===== config.mk =====
export PLATFORM = sky130hd
export DESIGN_NAME = cache_link_top
export DESIGN_NICKNAME = d
export VERILOG_FILES = /design/src/design/cache_link_pkg.sv /design/src/design/request_fifo.sv /design/src/design/op_translator.sv /design/src/design/return_tracker.sv /design/src/design/link_ctrl.sv /design/src/design/cache_link_top.sv
export SDC_FILE = /design/constraint.sdc
export NUM_CORES = 1
export LEC_CHECK = 0
export BUFFER_PORTS_ARGS = -buffer_cell sky130_fd_sc_hd__clkbuf_2
export CAP_MARGIN = 20
export CORE_UTILIZATION = 46
export DETAILED_ROUTE_END_ITERATION = 8
export PLACE_DENSITY_LB_ADDON = 0.08
export SYNTH_ARGS = -nofsm -noshare
export SYNTH_HDL_FRONTEND = slang
export SYNTH_SLANG_ARGS = --single-unit

===== constraint.sdc =====
create_clock -name clk_i -period 7.14 [get_ports clk_i]
set_input_delay 0.714 -clock clk_i [delete_from_list [all_inputs] [get_ports clk_i]]
set_output_delay 0.714 -clock clk_i [all_outputs]
set_load 0.005 [all_outputs]

===== src/design/cache_link_pkg.sv =====
`default_nettype none

package cache_link_pkg;

  // network and cache geometry
  localparam int link_addr_width = 12;
  localparam int data_width = 32;
  localparam int mask_width = data_width / 8;
  localparam int byte_offset_width = $clog2(mask_width);
  localparam int coord_width = 4;
  localparam int reg_id_width = 5;
  localparam int sets = 8;
  localparam int ways = 2;
  localparam int block_words = 4;
  localparam int tag_entries = sets * ways;
  localparam int tag_index_width = $clog2(tag_entries);
  // one extra bit so the counters can hold tag_entries itself
  localparam int tag_count_width = tag_index_width + 1;
  localparam int block_offset_width = $clog2(block_words) + byte_offset_width;
  localparam int cache_addr_width = link_addr_width - 1 + byte_offset_width;

  typedef logic [link_addr_width-1:0] link_addr_t;
  typedef logic [data_width-1:0] data_t;
  typedef logic [mask_width-1:0] mask_t;
  typedef logic [coord_width-1:0] coord_t;
  typedef logic [reg_id_width-1:0] reg_id_t;
  typedef logic [cache_addr_width-1:0] cache_addr_t;

  typedef enum logic [2:0] {
    NET_STORE,
    NET_STORE_WORD,
    NET_LOAD,
    NET_CACHE_OP,
    NET_AMOSWAP,
    NET_AMOOR,
    NET_AMOADD
  } net_op_e;

  typedef enum logic [1:0] {
    OP_AFL,
    OP_AFLINV,
    OP_AINV
  } cache_op_e;

  typedef enum logic [4:0] {
    LB, LBU, LH, LHU, LW, SM,
    TAGST, TAGLA, TAGFL,
    AFL, AFLINV, AINV,
    AMOSWAP_W, AMOOR_W, AMOADD_W
  } cache_opcode_e;

  typedef enum logic [1:0] {
    RET_CREDIT,
    RET_INT_WB,
    RET_FLOAT_WB,
    RET_IFETCH
  } return_type_e;

  typedef enum logic [1:0] {
    REGION_DATA,
    REGION_TAG,
    REGION_ROUTE
  } region_e;

  typedef enum logic [1:0] {
    RESET,
    CLEAR_TAG,
    SERVE
  } ctrl_state_e;

  typedef struct packed {
    logic float_wb;
    logic icache_fetch;
    logic is_byte;
    logic is_hex;
    logic is_unsigned;
    logic [1:0] part_sel;
  } load_info_t;

  // reg_id carries a store mask, a cache op or a register id depending on op
  typedef struct packed {
    net_op_e op;
    link_addr_t addr;
    data_t payload;
    reg_id_t reg_id;
    load_info_t load_info;
    coord_t src_y;
    coord_t src_x;
  } req_packet_t;

  typedef struct packed {
    cache_opcode_e opcode;
    cache_addr_t addr;
    data_t data;
    mask_t mask;
  } cache_pkt_t;

  typedef struct packed {
    return_type_e ret_type;
    reg_id_t reg_id;
    coord_t y_coord;
    coord_t x_coord;
  } return_info_t;

  typedef struct packed {
    return_type_e ret_type;
    data_t data;
    reg_id_t reg_id;
    coord_t y_coord;
    coord_t x_coord;
  } return_packet_t;

endpackage

`default_nettype wire


===== src/design/request_fifo.sv =====
`default_nettype none

module request_fifo #(
  parameter int fifo_els_p = 4
) (
  input  wire logic                      clk_i,
  input  wire logic                      reset_i,
  input  wire logic                      v_i,
  input  wire cache_link_pkg::req_packet_t packet_i,
  output logic                           ready_o,
  output logic                           v_o,
  output cache_link_pkg::req_packet_t    packet_o,
  input  wire logic                      yumi_i
);
  import cache_link_pkg::*;

  localparam int ptr_width_lp = (fifo_els_p > 1) ? $clog2(fifo_els_p) : 1;
  localparam int count_width_lp = $clog2(fifo_els_p + 1);

  req_packet_t mem_r [fifo_els_p];
  logic [ptr_width_lp-1:0] rd_ptr_r;
  logic [ptr_width_lp-1:0] wr_ptr_r;
  logic [count_width_lp-1:0] count_r;
  logic push;
  logic pop;

  // a full buffer still takes a packet when the head leaves in the same cycle
  assign ready_o = (count_r != count_width_lp'(fifo_els_p)) | yumi_i;
  assign v_o = (count_r != '0);
  assign packet_o = mem_r[rd_ptr_r];

  assign push = v_i & ready_o;
  assign pop = yumi_i & v_o;

  always_ff @(posedge clk_i) begin
    if (push) begin
      mem_r[wr_ptr_r] <= packet_i;
    end
  end

  always_ff @(posedge clk_i) begin
    if (reset_i) begin
      rd_ptr_r <= '0;
      wr_ptr_r <= '0;
      count_r <= '0;
    end else begin
      // pointers wrap at the last slot
      if (push) begin
        wr_ptr_r <= (wr_ptr_r == ptr_width_lp'(fifo_els_p - 1)) ? '0 : wr_ptr_r + 1'b1;
      end
      if (pop) begin
        rd_ptr_r <= (rd_ptr_r == ptr_width_lp'(fifo_els_p - 1)) ? '0 : rd_ptr_r + 1'b1;
      end
      count_r <= count_r + count_width_lp'(push) - count_width_lp'(pop);
    end
  end

endmodule

`default_nettype wire


===== src/design/op_translator.sv =====
`default_nettype none

module op_translator (
  input  wire cache_link_pkg::req_packet_t packet_i,
  output cache_link_pkg::cache_pkt_t       cache_pkt_o,
  output cache_link_pkg::return_info_t     info_o,
  output cache_link_pkg::region_e          region_o
);
  import cache_link_pkg::*;

  load_info_t load_info;
  mask_t store_mask;
  cache_op_e cache_op;
  reg_id_t payload_reg_id;

  assign load_info = packet_i.load_info;
  assign store_mask = packet_i.reg_id[mask_width-1:0];
  assign cache_op = cache_op_e'(packet_i.reg_id[1:0]);

  // top address bits pick route register, tag memory or data memory
  always_comb begin
    if (packet_i.addr[link_addr_width-1 -: 2] == 2'b11) begin
      region_o = REGION_ROUTE;
    end else if (packet_i.addr[link_addr_width-1]) begin
      region_o = REGION_TAG;
    end else begin
      region_o = REGION_DATA;
    end
  end

  always_comb begin
    cache_pkt_o.opcode = TAGLA;
    if (region_o == REGION_TAG) begin
      case (packet_i.op)
        NET_STORE:    cache_pkt_o.opcode = TAGST;
        NET_LOAD:     cache_pkt_o.opcode = TAGLA;
        NET_CACHE_OP: cache_pkt_o.opcode = TAGFL;
        default:      cache_pkt_o.opcode = TAGLA;
      endcase
    end else if (region_o == REGION_DATA) begin
      case (packet_i.op)
        NET_STORE, NET_STORE_WORD: cache_pkt_o.opcode = SM;
        NET_AMOSWAP: cache_pkt_o.opcode = AMOSWAP_W;
        NET_AMOOR:   cache_pkt_o.opcode = AMOOR_W;
        NET_AMOADD:  cache_pkt_o.opcode = AMOADD_W;
        NET_CACHE_OP: begin
          case (cache_op)
            OP_AFLINV: cache_pkt_o.opcode = AFLINV;
            OP_AINV:   cache_pkt_o.opcode = AINV;
            default:   cache_pkt_o.opcode = AFL;
          endcase
        end
        NET_LOAD: begin
          if (load_info.is_byte) begin
            cache_pkt_o.opcode = load_info.is_unsigned ? LBU : LB;
          end else if (load_info.is_hex) begin
            cache_pkt_o.opcode = load_info.is_unsigned ? LHU : LH;
          end else begin
            cache_pkt_o.opcode = LW;
          end
        end
        default: cache_pkt_o.opcode = AFL;
      endcase
    end
  end

  assign cache_pkt_o.data = packet_i.payload;
  assign cache_pkt_o.mask = (packet_i.op == NET_STORE_WORD) ? '1 : store_mask;
  // word address then byte offset; only loads use part_sel
  assign cache_pkt_o.addr = {
    packet_i.addr[link_addr_width-2:0],
    (packet_i.op == NET_LOAD) ? load_info.part_sel : 2'b00
  };

  // register id sits in the lowest byte the mask enables
  always_comb begin
    payload_reg_id = packet_i.payload[reg_id_width-1:0];
    for (int i = mask_width - 1; i >= 0; i--) begin
      if (store_mask[i]) begin
        payload_reg_id = packet_i.payload[8*i +: reg_id_width];
      end
    end
  end

  always_comb begin
    case (packet_i.op)
      NET_LOAD: begin
        if (load_info.icache_fetch) begin
          info_o.ret_type = RET_IFETCH;
        end else if (load_info.float_wb) begin
          info_o.ret_type = RET_FLOAT_WB;
        end else begin
          info_o.ret_type = RET_INT_WB;
        end
      end
      NET_AMOSWAP, NET_AMOOR, NET_AMOADD: info_o.ret_type = RET_INT_WB;
      default: info_o.ret_type = RET_CREDIT;
    endcase
  end

  assign info_o.reg_id = ((packet_i.op == NET_STORE) | (packet_i.op == NET_CACHE_OP))
    ? payload_reg_id
    : packet_i.reg_id;
  assign info_o.y_coord = packet_i.src_y;
  assign info_o.x_coord = packet_i.src_x;

endmodule

`default_nettype wire


===== src/design/return_tracker.sv =====
`default_nettype none

module return_tracker (
  input  wire logic                       clk_i,
  input  wire logic                       capture_i,
  input  wire cache_link_pkg::return_info_t info_i,
  input  wire logic                       advance_i,
  input  wire cache_link_pkg::data_t      data_i,
  output cache_link_pkg::return_packet_t  ret_packet_o
);
  import cache_link_pkg::*;

  // sender info for the request in tag lookup and in tag verify
  return_info_t lookup_r;
  return_info_t verify_r;

  always_ff @(posedge clk_i) begin
    if (capture_i) begin
      lookup_r <= info_i;
    end
  end

  // moves along with the cache pipeline
  always_ff @(posedge clk_i) begin
    if (advance_i) begin
      verify_r <= lookup_r;
    end
  end

  always_comb begin
    ret_packet_o.ret_type = verify_r.ret_type;
    ret_packet_o.data = data_i;
    ret_packet_o.reg_id = verify_r.reg_id;
    ret_packet_o.y_coord = verify_r.y_coord;
    ret_packet_o.x_coord = verify_r.x_coord;
  end

endmodule

`default_nettype wire


===== src/design/link_ctrl.sv =====
`default_nettype none

module link_ctrl (
  input  wire logic                     clk_i,
  input  wire logic                     reset_i,
  input  wire logic                     head_v_i,
  output logic                          head_yumi_o,
  input  wire cache_link_pkg::cache_pkt_t xlate_pkt_i,
  input  wire cache_link_pkg::region_e  region_i,
  input  wire logic                     payload_lsb_i,
  output cache_link_pkg::cache_pkt_t    cache_pkt_o,
  output logic                          cache_v_o,
  input  wire logic                     cache_ready_i,
  input  wire logic                     cache_v_i,
  output logic                          cache_yumi_o,
  output logic                          ret_v_o,
  input  wire logic                     ret_ready_i,
  output logic                          capture_o,
  output logic                          route_east_o
);
  import cache_link_pkg::*;

  localparam int pad_width_lp = cache_addr_width - tag_index_width - block_offset_width;

  ctrl_state_e state_r, state_n;
  logic [tag_count_width-1:0] sent_r, sent_n;
  logic [tag_count_width-1:0] received_r, received_n;
  logic route_east_r, route_east_n;
  logic all_sent;
  logic all_received;

  assign all_sent = (sent_r == tag_count_width'(tag_entries));
  assign all_received = (received_r == tag_count_width'(tag_entries));
  assign route_east_o = route_east_r;

  always_comb begin
    state_n = state_r;
    sent_n = sent_r;
    received_n = received_r;
    route_east_n = route_east_r;
    cache_pkt_o = xlate_pkt_i;
    cache_v_o = 1'b0;
    cache_yumi_o = 1'b0;
    ret_v_o = 1'b0;
    head_yumi_o = 1'b0;
    capture_o = 1'b0;
    case (state_r)
      RESET: begin
        state_n = CLEAR_TAG;
      end
      CLEAR_TAG: begin
        // one TAGST per tag entry with the index in the set and way bits
        cache_pkt_o.opcode = TAGST;
        cache_pkt_o.data = '0;
        cache_pkt_o.mask = '0;
        cache_pkt_o.addr = {
          {pad_width_lp{1'b0}},
          sent_r[tag_index_width-1:0],
          {block_offset_width{1'b0}}
        };
        cache_v_o = ~all_sent;
        // tag clear responses never go back to the network
        cache_yumi_o = cache_v_i;
        if (cache_v_o & cache_ready_i) begin
          sent_n = sent_r + 1'b1;
        end
        if (cache_v_i) begin
          received_n = received_r + 1'b1;
        end
        if (all_sent & all_received) begin
          state_n = SERVE;
        end
      end
      SERVE: begin
        cache_v_o = head_v_i;
        head_yumi_o = head_v_i & cache_ready_i;
        capture_o = head_v_i & cache_ready_i;
        ret_v_o = cache_v_i;
        cache_yumi_o = cache_v_i & ret_ready_i;
        // route register follows the no-op once the cache takes it
        if ((region_i == REGION_ROUTE) & head_v_i & cache_ready_i) begin
          route_east_n = payload_lsb_i;
        end
      end
      default: begin
        state_n = RESET;
      end
    endcase
  end

  always_ff @(posedge clk_i) begin
    if (reset_i) begin
      state_r <= RESET;
      sent_r <= '0;
      received_r <= '0;
      route_east_r <= 1'b0;
    end else begin
      state_r <= state_n;
      sent_r <= sent_n;
      received_r <= received_n;
      route_east_r <= route_east_n;
    end
  end

endmodule

`default_nettype wire


===== src/design/cache_link_top.sv =====
`default_nettype none

module cache_link_top #(
  parameter int fifo_els_p = 4
) (
  input  wire logic                        clk_i,
  input  wire logic                        reset_i,
  input  wire logic                        req_v_i,
  input  wire cache_link_pkg::req_packet_t req_packet_i,
  output logic                             req_ready_o,
  output logic                             ret_v_o,
  output cache_link_pkg::return_packet_t   ret_packet_o,
  input  wire logic                        ret_ready_i,
  output cache_link_pkg::cache_pkt_t       cache_pkt_o,
  output logic                             cache_v_o,
  input  wire logic                        cache_ready_i,
  input  wire logic                        cache_v_i,
  input  wire cache_link_pkg::data_t       cache_data_i,
  output logic                             cache_yumi_o,
  input  wire logic                        cache_v_we_i,
  output logic                             route_east_o
);
  import cache_link_pkg::*;

  logic head_v;
  logic head_yumi;
  req_packet_t head_pkt;
  cache_pkt_t xlate_pkt;
  return_info_t xlate_info;
  region_e region;
  logic capture;

  request_fifo #(
    .fifo_els_p(fifo_els_p)
  ) fifo (
    .clk_i(clk_i),
    .reset_i(reset_i),
    .v_i(req_v_i),
    .packet_i(req_packet_i),
    .ready_o(req_ready_o),
    .v_o(head_v),
    .packet_o(head_pkt),
    .yumi_i(head_yumi)
  );

  op_translator xlate (
    .packet_i(head_pkt),
    .cache_pkt_o(xlate_pkt),
    .info_o(xlate_info),
    .region_o(region)
  );

  return_tracker tracker (
    .clk_i(clk_i),
    .capture_i(capture),
    .info_i(xlate_info),
    .advance_i(cache_v_we_i),
    .data_i(cache_data_i),
    .ret_packet_o(ret_packet_o)
  );

  link_ctrl ctrl (
    .clk_i(clk_i),
    .reset_i(reset_i),
    .head_v_i(head_v),
    .head_yumi_o(head_yumi),
    .xlate_pkt_i(xlate_pkt),
    .region_i(region),
    .payload_lsb_i(head_pkt.payload[0]),
    .cache_pkt_o(cache_pkt_o),
    .cache_v_o(cache_v_o),
    .cache_ready_i(cache_ready_i),
    .cache_v_i(cache_v_i),
    .cache_yumi_o(cache_yumi_o),
    .ret_v_o(ret_v_o),
    .ret_ready_i(ret_ready_i),
    .capture_o(capture),
    .route_east_o(route_east_o)
  );

endmodule

`default_nettype wire


==> reports/metrics.yaml <==
status: "complete, no violations"
yosys_warnings: 0
routed.top_layer: "met5"
via_per_inst: 5.34
cts_resized: 0
synth_top_family_by_area: "multiplexers"
period_share: 0.601
insertion_delay_ps: 510
fin_skew_ps: 15.3
rsz0062_at_grt: "false"
num_rows: 60
clk_pin_slew_worst_paths_ps: 60
area.sequential_um2: 9400
place_inst: 1130
fmax_mhz: 233
grt_pass1_wl_mm: 39.3
synth_compound_area_frac: 0.0230
syn-cell-area_um2: 12800
leakagePower_nw: 5.09
worstHoldPathType: "in2reg"
cts-root-buf: "clkbuf_16"
drc: 0
slew-limit-headroom: 0.279
syn_nets: 793
cap_violations: 0
placed_cell_area_um2: 13600
worstPathArrival_ps: 3580
gp_congestion: 0.759
cts_tree: "built"
synth.distinct_cells: 52
numCtsBuffers: 35
switching_share: 0.249
final_common_cell: "edfxtp_1"
synth-edff-count: 298
worstPathRequired_ps: 6430
finalSetupViolCount: 0
met1_length_mm: 10.6
wl_per_cell_um: 21.2
initial_core_util: 0.473
final_cell_mix: "298 x edfxtp_1, 146 x clkbuf_2, 67 x mux4_2, 42 x nor2b_1, 36 x clkbuf_16"
p_clk_frac: 0.360
dieWidth_um: 169
portBuffers: 146
cts.sink_count: 320
layoutNonFillerInstCount: 1197
antenna_found_initial: 2
power_frac_seq: 0.480
final_area_um2: 14800
overflow: 0
core-area_um2: 27100
worstMarginPinSlew_ps: 1080
netlist_instances: 671
synthSimpleGateAreaFrac: 0.0541
ctsHoldBuffers: 0
htree_levels: 2
grt_max_degree: 68
first_pass_iters: 4
pwr-share-comb: 0.160
power.internal_mw: 3.59
drt_iter0_markers: 468
drive_gt1_frac: 0.341
tns_ps: 0
min_period_ps: 4290
synth_async_sr_flop_share: 0
crit_type: "reg2out"
yosysSeqAreaShare: 0.733
fill_cells: 2156
clockBufferDepth: 3
wl_met3_mm: 1.47
grt_use_total: 0.185
vias: 6392
nNetsFinal: 919
p_sw_mw: 1.19
cp-start-kind: "flop"
utilization: 0.546
grt_pass1_vias: 6902
wl_met2_mm: 12.9
die_area_um2: 28500
io_pins: 212
multi_input_area_um2: 2960
syn-mean-instance-area_um2: 19.1
place_ws_ps: 3270
area_growth_syn_to_layout_pct: 15.6
cp-end-kind: "primary output"
power.density_nw_per_um2: 323
wirelength_mm: 25.4
maxSlewViolCount: 0
ant_nets: 0
ir_drop_v: 0.000174
muxShareOfSynthArea: 0.129
synthAdderAreaFrac: 0.0162
path_max_fanout: 46
synth_seq_cells: 320
setup_ws_ps: 2850
synthXorXnorAreaFrac: 0.00752
cts_setup_buffers: 0
hold_viol: 0
hpwl_mm: 15.0
die_h_um: 169
synthFlopType: "edfxtp_1"
-- per-layer routing --
metal  up-vias  global-route usage
li1       2876                   -
met1      3289               0.235
met2       182               0.318
met3        43              0.0435
met4         2              0.0538
met5         -                   0
-- state kept, by name (all words and copies together) (netlist names), named ones only --
signal / count
ctrl.received_r: 5
ctrl.route_east_o: 1
ctrl.sent_r: 5
ctrl.state_r: 2
fifo.count_r: 3
fifo.mem_r: 268
fifo.rd_ptr_r: 2
fifo.wr_ptr_r: 2
tracker.lookup_r: 15
tracker.ret_packet_o: 15
-- cell usage after synthesis (2+ instances only) --
cell,number,area (um^2)
o21ai_0,3,15.0
and2_1,6,37.5
clkbuf_1,14,52.6
buf_6,3,33.8
a211oi_1,6,45.0
a21oi_1,12,60.1
buf_1,2,7.51
and3_1,2,12.5
o31ai_1,5,37.5
buf_4,38,285
nor2b_1,42,263
nor3_1,5,25.0
nor3b_1,2,15.0
a21o_1,2,15.0
nor2_1,26,97.6
nand2b_1,5,31.3
o31a_1,2,17.5
dfxtp_1,22,440
nand4bb_1,2,22.5
mux4_2,67,1510
nand2_1,9,33.8
o21a_1,2,15.0
xor2_1,8,70.1
inv_1,19,71.3
nor4b_1,2,17.5
edfxtp_1,298,8950
buf_2,5,25.0
and3b_1,2,17.5
mux2i_1,6,60.1
mux2_2,7,78.8
xnor2_1,3,26.3
ha_1,15,188
nand3_1,10,50.1
-- critical path: stages (launching register included) --
cell and delay (ps):
dfxtp_4 670, buf_4 870, mux4_2 690, o32ai_1 550
nand2b_1 120, clkbuf_2 130
-- path summary, 6_finish.rpt --
check | slack (ps) | end | from | cells past startpoint
setup / recovery | 2850 | cache_pkt_o[51] | flop | 5
hold / removal | 420 | fifo.mem_r[2][1] | req_packet_i[1] | 1
setup reg to reg | 3910 | tracker.lookup_r[11] | flop | 5
hold reg to reg | 420 | tracker.ret_packet_o[9] | tracker.lookup_r[9] | 0
-- metrics by stage --
stage	power [mW]	hold WS, ps
floorplan	2.80	400
global placement	3.09	401
global route	4.98	405
CTS	4.84	394
detailed placement	3.11	405
finish	4.78	416
-- cells by family after synthesis --
logic type               Yosys count
XOR/XNOR                          11
flip-flops                       320
buffers and inverters             81
AND/OR/NAND/NOR                  120
multiplexers                      80
AO/OA/AOI/OAI                     42
other                              1
adder cells (fa/ha/maj)           16
-- power by group through the flow --
stage          registers (mW)  clock network [mW]  logic (mW)
2_1_floorplan            2.32                   0       0.482
3_3_place_gp             2.33                   0       0.760
3_5_place_dp             2.34                   0       0.774
4_1_cts                  2.30                1.76       0.779
5_1_grt                  2.31                1.83       0.848
6_report                 2.29                1.72       0.767
-- area by class of cell --
cell class / count / share of cell area
antenna: 1 / 0.000169
clock buffer: 50 / 0.0658
timing repair buffer: 151 / 0.0546
multi-input combinational: 270 / 0.200
sequential: 320 / 0.635
tap: 372 / 0.0314
inverter: 19 / 0.00482
clock inverter: 14 / 0.00871
(Power assumes the default switching activity.)
